===== src/hw/tx_consts.svh =====
/*
 transmit path constants: channel count, widths and register address map
*/
`ifndef TX_CONSTS_SVH
`define TX_CONSTS_SVH

`define TX_CHANNELS         2
`define TX_CHAN_BITS        1
`define TX_SOURCES          (2 * `TX_CHANNELS)
`define TX_MUX_SEL_BITS     2
`define TX_SAMPLE_WIDTH     16
`define TX_AWG_DEPTH        16
`define TX_AWG_IDX_BITS     4
`define TX_AWG_DEPTH_BITS   5
`define TX_PHASE_BITS       32

// Q2.16 scale, signed offset in DAC LSBs
`define TX_SCALE_WIDTH      18
`define TX_SCALE_FRAC_BITS  16
`define TX_OFFSET_WIDTH     14

`define TX_ADDR_MUX_SEL       8'h00
`define TX_ADDR_SCALE_OFFSET  8'h10
`define TX_ADDR_TRI_INC       8'h20
`define TX_ADDR_AWG_DEPTH     8'h30
`define TX_ADDR_AWG_CTRL      8'h40
`define TX_ADDR_AWG_MEM       8'h80

`endif

===== src/hw/tx_pkg.sv =====
/*
 transmit path types: samples, channel frames and configuration words
*/
`include "tx_consts.svh"

package tx_pkg;

  typedef logic signed [`TX_SAMPLE_WIDTH-1:0] data_t;
  typedef logic signed [`TX_SCALE_WIDTH-1:0]  scale_t;
  typedef logic signed [`TX_OFFSET_WIDTH-1:0] offset_t;

  typedef struct packed {
    logic  trigger;
    data_t data;
  } sample_t;

  // one sample per channel, channel 0 in the low bits
  typedef sample_t [`TX_CHANNELS-1:0] frame_t;

  // write data, viewed according to the address range it targets
  typedef union packed {
    logic [`TX_PHASE_BITS-1:0] phase_inc;
    struct packed {
      scale_t  scale;
      offset_t offset;
    } scale_offset;
    struct packed {
      logic [31-`TX_SAMPLE_WIDTH:0] unused;
      data_t                        sample;
    } awg;
    struct packed {
      logic [31-`TX_MUX_SEL_BITS:0]   unused;
      logic [`TX_MUX_SEL_BITS-1:0]    sel;
    } mux;
  } cfg_word_u;

  typedef struct packed {
    logic [`TX_CHANNELS-1:0][`TX_MUX_SEL_BITS-1:0]   mux_sel;
    scale_t [`TX_CHANNELS-1:0]                        scale;
    offset_t [`TX_CHANNELS-1:0]                       offset;
    logic [`TX_CHANNELS-1:0][`TX_PHASE_BITS-1:0]     tri_inc;
    logic [`TX_CHANNELS-1:0][`TX_AWG_DEPTH_BITS-1:0] awg_depth;
  } cfg_t;

endpackage


===== src/hw/transmit_top.sv =====
/*
 transmit path top level connecting the configuration registers, AWG and
 triangle sources, channel crossbar and DAC prescaler
*/
`timescale 1ns/1ps
`include "tx_consts.svh"

module transmit_top (
  input  logic              ps_clk,
  input  logic              arst_n_i,
  input  logic              cfg_we_i,
  input  logic [7:0]        cfg_addr_i,
  input  tx_pkg::cfg_word_u cfg_data_i,
  output tx_pkg::frame_t    dac_frame_o
);

  import tx_pkg::*;

  cfg_t   cfg;
  frame_t awg_frame;
  frame_t tri_frame;
  frame_t mux_frame;

  logic                         mem_we;
  logic [`TX_CHAN_BITS-1:0]     mem_chan;
  logic [`TX_AWG_IDX_BITS-1:0]  mem_idx;
  data_t                        mem_data;
  logic                         awg_start;
  logic                         awg_stop;

  tx_config_regs u_regs (
    .ps_clk      (ps_clk),
    .arst_n_i    (arst_n_i),
    .cfg_we_i    (cfg_we_i),
    .cfg_addr_i  (cfg_addr_i),
    .cfg_data_i  (cfg_data_i),
    .cfg_o       (cfg),
    .mem_we_o    (mem_we),
    .mem_chan_o  (mem_chan),
    .mem_idx_o   (mem_idx),
    .mem_data_o  (mem_data),
    .awg_start_o (awg_start),
    .awg_stop_o  (awg_stop)
  );

  awg_player u_awg (
    .ps_clk     (ps_clk),
    .arst_n_i   (arst_n_i),
    .depth_i    (cfg.awg_depth),
    .mem_we_i   (mem_we),
    .mem_chan_i (mem_chan),
    .mem_idx_i  (mem_idx),
    .mem_data_i (mem_data),
    .start_i    (awg_start),
    .stop_i     (awg_stop),
    .awg_o      (awg_frame)
  );

  triangle_gen u_tri (
    .ps_clk      (ps_clk),
    .arst_n_i    (arst_n_i),
    .phase_inc_i (cfg.tri_inc),
    .tri_o       (tri_frame)
  );

  channel_mux u_mux (
    .ps_clk   (ps_clk),
    .arst_n_i (arst_n_i),
    .sel_i    (cfg.mux_sel),
    .awg_i    (awg_frame),
    .tri_i    (tri_frame),
    .mux_o    (mux_frame)
  );

  dac_prescaler u_prescale (
    .ps_clk      (ps_clk),
    .arst_n_i    (arst_n_i),
    .scale_i     (cfg.scale),
    .offset_i    (cfg.offset),
    .data_i      (mux_frame),
    .dac_frame_o (dac_frame_o)
  );

endmodule


===== src/hw/dac_prescaler.sv =====
/*
 DAC prescaler: signed Q2.16 scale, offset add and saturation to the DAC
 range in two pipeline stages, trigger delayed alongside
*/
`timescale 1ns/1ps
`include "tx_consts.svh"

module dac_prescaler (
  input  logic                                 ps_clk,
  input  logic                                 arst_n_i,
  input  tx_pkg::scale_t [`TX_CHANNELS-1:0]    scale_i,
  input  tx_pkg::offset_t [`TX_CHANNELS-1:0]   offset_i,
  input  tx_pkg::frame_t                       data_i,
  output tx_pkg::frame_t                       dac_frame_o
);

  import tx_pkg::*;

  localparam int SW   = `TX_SAMPLE_WIDTH;
  localparam int FRAC = `TX_SCALE_FRAC_BITS;
  localparam int PW   = `TX_SAMPLE_WIDTH + `TX_SCALE_WIDTH;
  localparam int IW   = PW - FRAC;
  localparam int SUMW = IW + 1;

  localparam logic signed [SUMW-1:0] SAT_MAX = (2 ** (SW - 1)) - 1;
  localparam logic signed [SUMW-1:0] SAT_MIN = -(2 ** (SW - 1));

  for (genvar ch = 0; ch < `TX_CHANNELS; ch++) begin : g_chan
    logic signed [PW-1:0]   prod_q;
    logic                   trig_q;
    logic signed [IW-1:0]   prod_int;
    logic signed [SUMW-1:0] sum;
    data_t                  sat;
    sample_t                out_q;

    // truncate the fraction bits
    assign prod_int = prod_q[PW-1:FRAC];
    assign sum      = prod_int + offset_i[ch];

    always_comb begin
      if (sum > SAT_MAX) begin
        sat = SAT_MAX[SW-1:0];
      end else if (sum < SAT_MIN) begin
        sat = SAT_MIN[SW-1:0];
      end else begin
        sat = sum[SW-1:0];
      end
    end

    always_ff @(posedge ps_clk or negedge arst_n_i) begin
      if (!arst_n_i) begin
        prod_q <= '0;
        trig_q <= 1'b0;
        out_q  <= '0;
      end else begin
        prod_q        <= data_i[ch].data * scale_i[ch];
        trig_q        <= data_i[ch].trigger;
        out_q.data    <= sat;
        out_q.trigger <= trig_q;
      end
    end

    assign dac_frame_o[ch] = out_q;
  end

  a_out_known: assert property (@(posedge ps_clk) disable iff (!arst_n_i)
    !$isunknown(dac_frame_o))
    else $error("DAC frame has unknown bits");

endmodule


===== src/hw/channel_mux.sv =====
/*
 registered source crossbar, each output channel picks one of the
 AWG or triangle samples of any channel
*/
`timescale 1ns/1ps
`include "tx_consts.svh"

module channel_mux (
  input  logic                                           ps_clk,
  input  logic                                           arst_n_i,
  input  logic [`TX_CHANNELS-1:0][`TX_MUX_SEL_BITS-1:0] sel_i,
  input  tx_pkg::frame_t                                 awg_i,
  input  tx_pkg::frame_t                                 tri_i,
  output tx_pkg::frame_t                                 mux_o
);

  import tx_pkg::*;

  sample_t [`TX_SOURCES-1:0] src;

  // AWG channels first, then triangle channels
  assign src = {tri_i, awg_i};

  for (genvar ch = 0; ch < `TX_CHANNELS; ch++) begin : g_chan
    sample_t out_q;

    always_ff @(posedge ps_clk or negedge arst_n_i) begin
      if (!arst_n_i) begin
        out_q <= '0;
      end else begin
        out_q <= src[sel_i[ch]];
      end
    end

    assign mux_o[ch] = out_q;
  end

endmodule


===== src/hw/triangle_gen.sv =====
/*
 triangle generator: per-channel phase accumulator folded at mid-period,
 trigger on the first sample after each accumulator wrap
*/
`timescale 1ns/1ps
`include "tx_consts.svh"

module triangle_gen (
  input  logic                                         ps_clk,
  input  logic                                         arst_n_i,
  input  logic [`TX_CHANNELS-1:0][`TX_PHASE_BITS-1:0] phase_inc_i,
  output tx_pkg::frame_t                               tri_o
);

  import tx_pkg::*;

  localparam int PB = `TX_PHASE_BITS;
  localparam int SW = `TX_SAMPLE_WIDTH;

  for (genvar ch = 0; ch < `TX_CHANNELS; ch++) begin : g_chan
    logic [PB-1:0] acc_q;
    logic [PB-1:0] acc_next;
    logic          carry;
    logic          wrap_q;
    logic [SW-1:0] ramp;
    sample_t       out_q;

    assign {carry, acc_next} = {1'b0, acc_q} + {1'b0, phase_inc_i[ch]};

    // msb picks rising or falling half, next bits give the ramp
    assign ramp = acc_q[PB-1] ? ~acc_q[PB-2 -: SW] : acc_q[PB-2 -: SW];

    always_ff @(posedge ps_clk or negedge arst_n_i) begin
      if (!arst_n_i) begin
        acc_q  <= '0;
        wrap_q <= 1'b0;
        out_q  <= '0;
      end else begin
        acc_q         <= acc_next;
        wrap_q        <= carry;
        out_q.trigger <= wrap_q;
        // offset binary to two's complement
        out_q.data    <= {~ramp[SW-1], ramp[SW-2:0]};
      end
    end

    assign tri_o[ch] = out_q;
  end

endmodule


===== src/hw/awg_player.sv =====
/*
 arbitrary waveform player: one sample memory per channel, looped playback
 of a programmable frame length, trigger on the first sample of each frame
*/
`timescale 1ns/1ps
`include "tx_consts.svh"

module awg_player (
  input  logic                                             ps_clk,
  input  logic                                             arst_n_i,
  input  logic [`TX_CHANNELS-1:0][`TX_AWG_DEPTH_BITS-1:0] depth_i,
  input  logic                                             mem_we_i,
  input  logic [`TX_CHAN_BITS-1:0]                         mem_chan_i,
  input  logic [`TX_AWG_IDX_BITS-1:0]                      mem_idx_i,
  input  tx_pkg::data_t                                    mem_data_i,
  input  logic                                             start_i,
  input  logic                                             stop_i,
  output tx_pkg::frame_t                                   awg_o
);

  import tx_pkg::*;

  localparam int DB = `TX_AWG_DEPTH_BITS;

  data_t mem [`TX_CHANNELS][`TX_AWG_DEPTH];
  logic  playing_q;

  always_ff @(posedge ps_clk) begin
    if (mem_we_i) begin
      mem[mem_chan_i][mem_idx_i] <= mem_data_i;
    end
  end

  // stop wins over a simultaneous start
  always_ff @(posedge ps_clk or negedge arst_n_i) begin
    if (!arst_n_i) begin
      playing_q <= 1'b0;
    end else if (stop_i) begin
      playing_q <= 1'b0;
    end else if (start_i) begin
      playing_q <= 1'b1;
    end
  end

  for (genvar ch = 0; ch < `TX_CHANNELS; ch++) begin : g_chan
    logic [DB-1:0] rd_idx_q;
    logic [DB-1:0] cur_idx;
    logic [DB-1:0] last_idx;
    sample_t       out_q;

    // depth 0 plays a single sample, oversized depths are clamped
    always_comb begin
      if (depth_i[ch] == '0) begin
        last_idx = '0;
      end else if (depth_i[ch] > `TX_AWG_DEPTH) begin
        last_idx = DB'(`TX_AWG_DEPTH - 1);
      end else begin
        last_idx = depth_i[ch] - 1'b1;
      end
    end

    // start always restarts the frame
    assign cur_idx = start_i ? '0 : rd_idx_q;

    always_ff @(posedge ps_clk or negedge arst_n_i) begin
      if (!arst_n_i) begin
        rd_idx_q <= '0;
        out_q    <= '0;
      end else if (stop_i) begin
        rd_idx_q <= '0;
        out_q    <= '0;
      end else if (start_i || playing_q) begin
        out_q.data    <= mem[ch][cur_idx[`TX_AWG_IDX_BITS-1:0]];
        out_q.trigger <= cur_idx == '0;
        rd_idx_q      <= (cur_idx >= last_idx) ? '0 : cur_idx + 1'b1;
      end
    end

    assign awg_o[ch] = out_q;

    a_idx_in_mem: assert property (@(posedge ps_clk) disable iff (!arst_n_i)
      rd_idx_q < `TX_AWG_DEPTH)
      else $error("AWG channel %0d read index %0d past memory end", ch, rd_idx_q);
  end

endmodule


===== src/hw/tx_config_regs.sv =====
/*
 configuration register file: decodes address/data writes into channel
 settings, AWG memory writes and playback start/stop pulses
*/
`timescale 1ns/1ps
`include "tx_consts.svh"

module tx_config_regs (
  input  logic                          ps_clk,
  input  logic                          arst_n_i,
  input  logic                          cfg_we_i,
  input  logic [7:0]                    cfg_addr_i,
  input  tx_pkg::cfg_word_u             cfg_data_i,
  output tx_pkg::cfg_t                  cfg_o,
  output logic                          mem_we_o,
  output logic [`TX_CHAN_BITS-1:0]      mem_chan_o,
  output logic [`TX_AWG_IDX_BITS-1:0]   mem_idx_o,
  output tx_pkg::data_t                 mem_data_o,
  output logic                          awg_start_o,
  output logic                          awg_stop_o
);

  logic [3:0]               addr_ch;
  logic [`TX_CHAN_BITS-1:0] ch_idx;
  logic                     ch_in_range;
  logic                     hit_mux;
  logic                     hit_scale;
  logic                     hit_inc;
  logic                     hit_depth;
  logic                     hit_ctrl;
  logic                     hit_mem;
  logic                     addr_valid;

  // low nibble selects the channel in the per-channel ranges
  assign addr_ch     = cfg_addr_i[3:0];
  assign ch_idx      = cfg_addr_i[`TX_CHAN_BITS-1:0];
  assign ch_in_range = addr_ch < `TX_CHANNELS;

  assign hit_mux   = ({cfg_addr_i[7:4], 4'h0} == `TX_ADDR_MUX_SEL) && ch_in_range;
  assign hit_scale = ({cfg_addr_i[7:4], 4'h0} == `TX_ADDR_SCALE_OFFSET) && ch_in_range;
  assign hit_inc   = ({cfg_addr_i[7:4], 4'h0} == `TX_ADDR_TRI_INC) && ch_in_range;
  assign hit_depth = ({cfg_addr_i[7:4], 4'h0} == `TX_ADDR_AWG_DEPTH) && ch_in_range;
  assign hit_ctrl  = cfg_addr_i == `TX_ADDR_AWG_CTRL;
  assign hit_mem   = (cfg_addr_i >= `TX_ADDR_AWG_MEM) &&
                     (cfg_addr_i < `TX_ADDR_AWG_MEM + `TX_CHANNELS * `TX_AWG_DEPTH);

  assign addr_valid = hit_mux | hit_scale | hit_inc | hit_depth | hit_ctrl | hit_mem;

  always_ff @(posedge ps_clk or negedge arst_n_i) begin
    if (!arst_n_i) begin
      cfg_o       <= '0;
      mem_we_o    <= 1'b0;
      awg_start_o <= 1'b0;
      awg_stop_o  <= 1'b0;
    end else begin
      mem_we_o    <= cfg_we_i && hit_mem;
      // ctrl word: bit 0 start, bit 1 stop
      awg_start_o <= cfg_we_i && hit_ctrl && cfg_data_i[0];
      awg_stop_o  <= cfg_we_i && hit_ctrl && cfg_data_i[1];
      if (cfg_we_i) begin
        if (hit_mux) begin
          cfg_o.mux_sel[ch_idx] <= cfg_data_i.mux.sel;
        end
        if (hit_scale) begin
          cfg_o.scale[ch_idx]  <= cfg_data_i.scale_offset.scale;
          cfg_o.offset[ch_idx] <= cfg_data_i.scale_offset.offset;
        end
        if (hit_inc) begin
          cfg_o.tri_inc[ch_idx] <= cfg_data_i.phase_inc;
        end
        if (hit_depth) begin
          cfg_o.awg_depth[ch_idx] <= cfg_data_i[`TX_AWG_DEPTH_BITS-1:0];
        end
      end
    end
  end

  // memory address splits into channel and sample index
  always_ff @(posedge ps_clk) begin
    if (cfg_we_i && hit_mem) begin
      mem_chan_o <= cfg_addr_i[`TX_AWG_IDX_BITS +: `TX_CHAN_BITS];
      mem_idx_o  <= cfg_addr_i[`TX_AWG_IDX_BITS-1:0];
      mem_data_o <= cfg_data_i.awg.sample;
    end
  end

  a_addr_mapped: assert property (@(posedge ps_clk) disable iff (!arst_n_i)
    cfg_we_i |-> addr_valid)
    else $error("configuration write to unmapped address 0x%02h", cfg_addr_i);

endmodule


===== config.mk =====
export PLATFORM = sky130hd
export DESIGN_NAME = transmit_top
export DESIGN_NICKNAME = d
export VERILOG_FILES = /design/src/hw/tx_pkg.sv /design/src/hw/transmit_top.sv /design/src/hw/dac_prescaler.sv /design/src/hw/channel_mux.sv /design/src/hw/triangle_gen.sv /design/src/hw/awg_player.sv /design/src/hw/tx_config_regs.sv
export VERILOG_INCLUDE_DIRS = /design/src /design/src/hw
export SDC_FILE = /design/constraint.sdc
export NUM_CORES = 2
export LEC_CHECK = 0
export BUFFER_PORTS_ARGS = -buffer_cell sky130_fd_sc_hd__buf_2
export CORE_MARGIN = 2
export CORE_UTILIZATION = 30
export DETAILED_ROUTE_END_ITERATION = 8
export GPL_TIMING_DRIVEN = 1
export PLACE_DENSITY = 0.56
export SLEW_MARGIN = 20
export SYNTH_ARGS = -nofsm -noshare
export SYNTH_HDL_FRONTEND = slang
export SYNTH_SLANG_ARGS = --single-unit

===== constraint.sdc =====
create_clock -name ps_clk -period 7.8 [get_ports ps_clk]
set_input_delay 0.78 -clock ps_clk [delete_from_list [all_inputs] [get_ports ps_clk]]
set_output_delay 0.78 -clock ps_clk [all_outputs]
set_load 0.01 [all_outputs]

==> impl_results.md <==
- Largest family of logic cells by synthesized area: adder cells
- Root buf cell: clkbuf_16
- Post-synthesis mux area share: 7.52%
- Hold Vio Cnt, Final: 0
- Number of antenna violations at the first check in global routing: 17
- Routed wire length on met2: between 70 and 80 mm
- Initial Utilization: a little under a third
- Die height: 450 um
- Post-synthesis cell area: 0.0598 mm2
- Worst reg2reg path startpoint: u_mux.mux_o[21]
- First-pass GRT wire length: roughly 240 mm
- Critical path endpoint: u_prescale.g_chan[1].prod_q[28]
- FF-to-FF path depth: 20
- Post-Syn Area per Cell: 12.6 um2
- Async set-reset flop share out of synthesis: between 40% and 50%
- CP Launch Point: u_mux.mux_o[21]
- CTS tree: built
- PwrDens: between 200 and 300 mW/mm2
- Die width: 450 um
- Sequential-to-total area share from yosys stat: a little over two fifths
- Row cnt: between 150 and 200
- Met3 WL: 6.72 mm
- Setup CP Type: reg2reg
- Post-Synth XOR/XNOR Area: 2.37%
- RSZ-0062 raised after global routing: false
- Routed len/inst: about 20 um
- Final ANT Viol Nets: 0
- Slew Limit Fails: 0
- Critical path fanouts, max: 18
- VDD IR max: 0.195 mV
- Number of buffers and inverters on the critical path: 4
- Ys Warns: 0
- Die area: 0.203 mm2
- Number of library cell types mapped by synthesis: 87
- First DRT Iteration DRCs: around 3100
- Core area: 0.198 mm2
- Final hold slack: 0.0529 ns
- Syn Nets: 5664
- Worst Path Arrival: between 7 and 8 ns
- Port Buffers: 76
- CTS H-tree lvls: 3
- Final WL: ~150 mm
- DRC violations left: 0
- Hold-fix buffer count after cts: 0
- RD Place Congestion: approximately 0.84
- Critical Path End Type: register
- Drt first pass iters: 7
- Critical Path RT: roughly 8.4 ns
- Synth Area in Simple Gates: ~8.4%
- Nets: 5739
- Crit-path cells: and2_1 > fa_1 > inv_1 > fa_1 > fa_1 > inv_1 > fa_1 > fa_1 > inv_1 > fa_1 > inv_1 > ha_1 > a2111oi_0 > o21ai_0 > a21oi_1 > o211ai_1 > a31oi_1 > o21bai_1 > a21oi_1 > xnor2_1
- Placement-stage cell area: about 0.063 mm2
- Relative slew slack: approximately 34%
- Vias in the first global route: ~38000
- Clk Latency, worst-skew pair: about 0.74 ns
- Main flop type after synthesis: edfxtp_1
- Pleak: around 29 nW
- Worst path depth: 20
- Post-Synth Adder-Cell Area: between 20% and 30%
- Total vias in the final route: 36600
- Max Clk Rate: 144 MHz
- Global route overflow: 0
- P&R area growth vs syn: 11.9%
- Max_cap viols: 0
- Register clock-pin slew on the reported worst setup and hold paths: ~0.060 ns
- Largest stage delay, worst path: about 0.64 ns
- DRT met1 WL: between 60 and 70 mm
- Setup slack, reg-to-reg: 0.86 ns
- CTS max path bufs: 3
- Total Routing Usage GR: between 10% and 20%
- Pwr Total: about 0.018 W
- DR top layer: met4
- Post-route cell area: 0.0669 mm2
- DP HPWL: around 110 mm
- Final Cycle Share: approximately nine tenths
- CP Launch Type: register
- Synthesized instance count: roughly 4800
- R2R Path End: u_prescale.g_chan[1].prod_q[28]
- I/O pins: 77
- Type of the most critical hold path: in2async
- CP dominant cell by count: fa_1
- Critical path's top delay family: adder cells
- Layout cells sized above 1: 12.6%
- Fin crit period: about 7 ns
- Clk sink count: between 900 and 1000
- Worst slew pin tran: around 1 ns
- Total CTS buffers: between 100 and 150
- EDFF count, synth: roughly 530
- Status: finished clean
- Cts repair resizes: 0
- Maximum number of pins on one net before global-route repair: roughly 190
- Post-CTS Setup Bufs: 0
- Post-synthesis compound-gate area fraction: 7.36%
- Setup-violating endpoint count in the final report: 0
- Fin Setup TNS: 0 ns
- Synthesis-stage register bit count: approximately 930
- Crit path max-delay cell type: dfrtp_1
- Vias per cell: 4.84
- Final clock skew: 0.0895 ns
## cells in the mapped netlist (all sizes together) (35+ instances only)
master  count  share of area [%]
nor2      144               0.90
xnor2      88                1.3
ha        284                5.9
nand3      35               0.29
and2      273                2.9
clkbuf    151               0.95
o21ai     111               0.94
mux2      136                2.6
dfrtp     396                 17
xor2       74                1.1
mux4      130                4.9
a21o       50               0.63
inv       683                4.3
buf        39               0.29
nand2     361                2.3
a21oi     173                1.5
a221oi     71                1.1
a22oi      65               0.82
nor3       42               0.35
fa        582                 19
edfxtp    533                 27
## worst min-delay path by stage
stage | cells past startpoint | slack [ns] | endpoint
5_1_grt | 1 | 0.06 | u_tri.g_chan[1].acc_q[12]
2_1_floorplan | 0 | 0.33 | u_prescale.dac_frame_o[16]
4_1_cts | 1 | 0.03 | u_tri.g_chan[1].acc_q[12]
3_3_place_gp | 0 | 0.34 | u_tri.tri_o[33]
3_5_place_dp | 0 | 0.34 | u_prescale.g_chan[1].trig_q
6_report | 1 | 0.05 | u_tri.g_chan[1].acc_q[12]
## cells by family (layout without fill, tap and decap cells)
| family | after synthesis | after routing |
|---|---|---|
| AO/OA/AOI/OAI | 643 | 643 |
| buffers and inverters | 875 | 1035 |
| XOR/XNOR | 162 | 162 |
| multiplexers | 270 | 270 |
| other | 0 | 6 |
| flip-flops | 929 | 929 |
| adder cells (fa/ha/maj) | 868 | 868 |
| AND/OR/NAND/NOR | 1008 | 1008 |
## sequential cells by signal (all words and copies together), names as in the netlist
name / flops
u_regs.awg_start_o: 1
u_tri.g_chan.acc_q: 64
u_awg.g_chan.rd_idx_q: 10
u_regs.cfg_o: 142
u_regs.awg_stop_o: 1
u_regs.mem_chan_o: 1
u_regs.mem_idx_o: 4
u_tri.tri_o: 34
u_awg.awg_o: 34
u_prescale.g_chan.trig_q: 2
u_awg.playing_q: 1
u_mux.mux_o: 34
u_awg.mem: 512
u_prescale.g_chan.prod_q: 36
u_prescale.dac_frame_o: 34
u_regs.mem_data_o: 16
u_regs.mem_we_o: 1
u_tri.g_chan.wrap_q: 2
## per-layer routing
metal | GRT usage, % | up-vias
met4 | 4.19 | 0
met2 | 24.7 | 860
li1 | - | 16400
met5 | 0 | -
met3 | 1.89 | 180
met1 | 21.2 | 19200
## cell usage in the layout (no fill, tap or decap), types with 30 or more instances in the layout
cell type and n:
a21oi_1 172, a22oi_1 65, inv_1 679, nand2b_1 30, ha_1 284, o21ai_0 83
and2_1 273, nand3_1 35, a22o_1 33, fa_1 582, nand2_1 361, nor2_1 142
xor2_1 74, mux2_2 136, a21o_1 50, a221oi_1 68, dfrtp_1 396, buf_4 77
buf_2 75, clkbuf_16 101, xnor2_1 88, edfxtp_1 533, mux4_2 130, nor3_1 40
## area by class of cell
cell class	count	area [um2]
Sequential cell	929	25900
Clock inverter	54	623
Timing Repair Buffer	162	1130
Inverter	685	2570
Clock buffer	134	2730
Tap cell	2640	3300
Antenna cell	6	15.0
Multi-Input combinational cell	2951	30600
Fill cell	19500	131000
## per-stage QoR
step	std cells	setup slack (ns)	util, %
2_1_floorplan	4755	1.72	-
3_3_place_gp	7359	1.04	32.1
3_5_place_dp	7360	0.941	32.1
4_1_cts	7548	0.890	33.8
5_1_grt	7557	0.529	33.9
6_report	7561	0.864	33.9
## power by group
| part | total [W] | switching, W | internal [W] | leakage (nW) |
|---|---|---|---|---|
| sequential | 0.00671 | 0.000875 | 0.00584 | 9.79 |
| clock | 0.00481 | 0.00206 | 0.00275 | 1.62 |
| combinational | 0.00638 | 0.00370 | 0.00267 | 17.5 |
## worst reg2reg max path: stages (launching register included)
cell and delay [ns]:
dfrtp_1 0.64, and2_1 0.33, fa_1 0.53, inv_1 0.05, fa_1 0.45, fa_1 0.52
inv_1 0.06, fa_1 0.50, fa_1 0.50, inv_1 0.05, fa_1 0.47, inv_1 0.04
ha_1 0.19, a2111oi_0 0.25, o21ai_0 0.18, a21oi_1 0.60, o211ai_1 0.26, a31oi_1 0.61
o21bai_1 0.21, a21oi_1 0.22, xnor2_1 0.15
No activity file was read; power rests on OpenSTA's default activity.
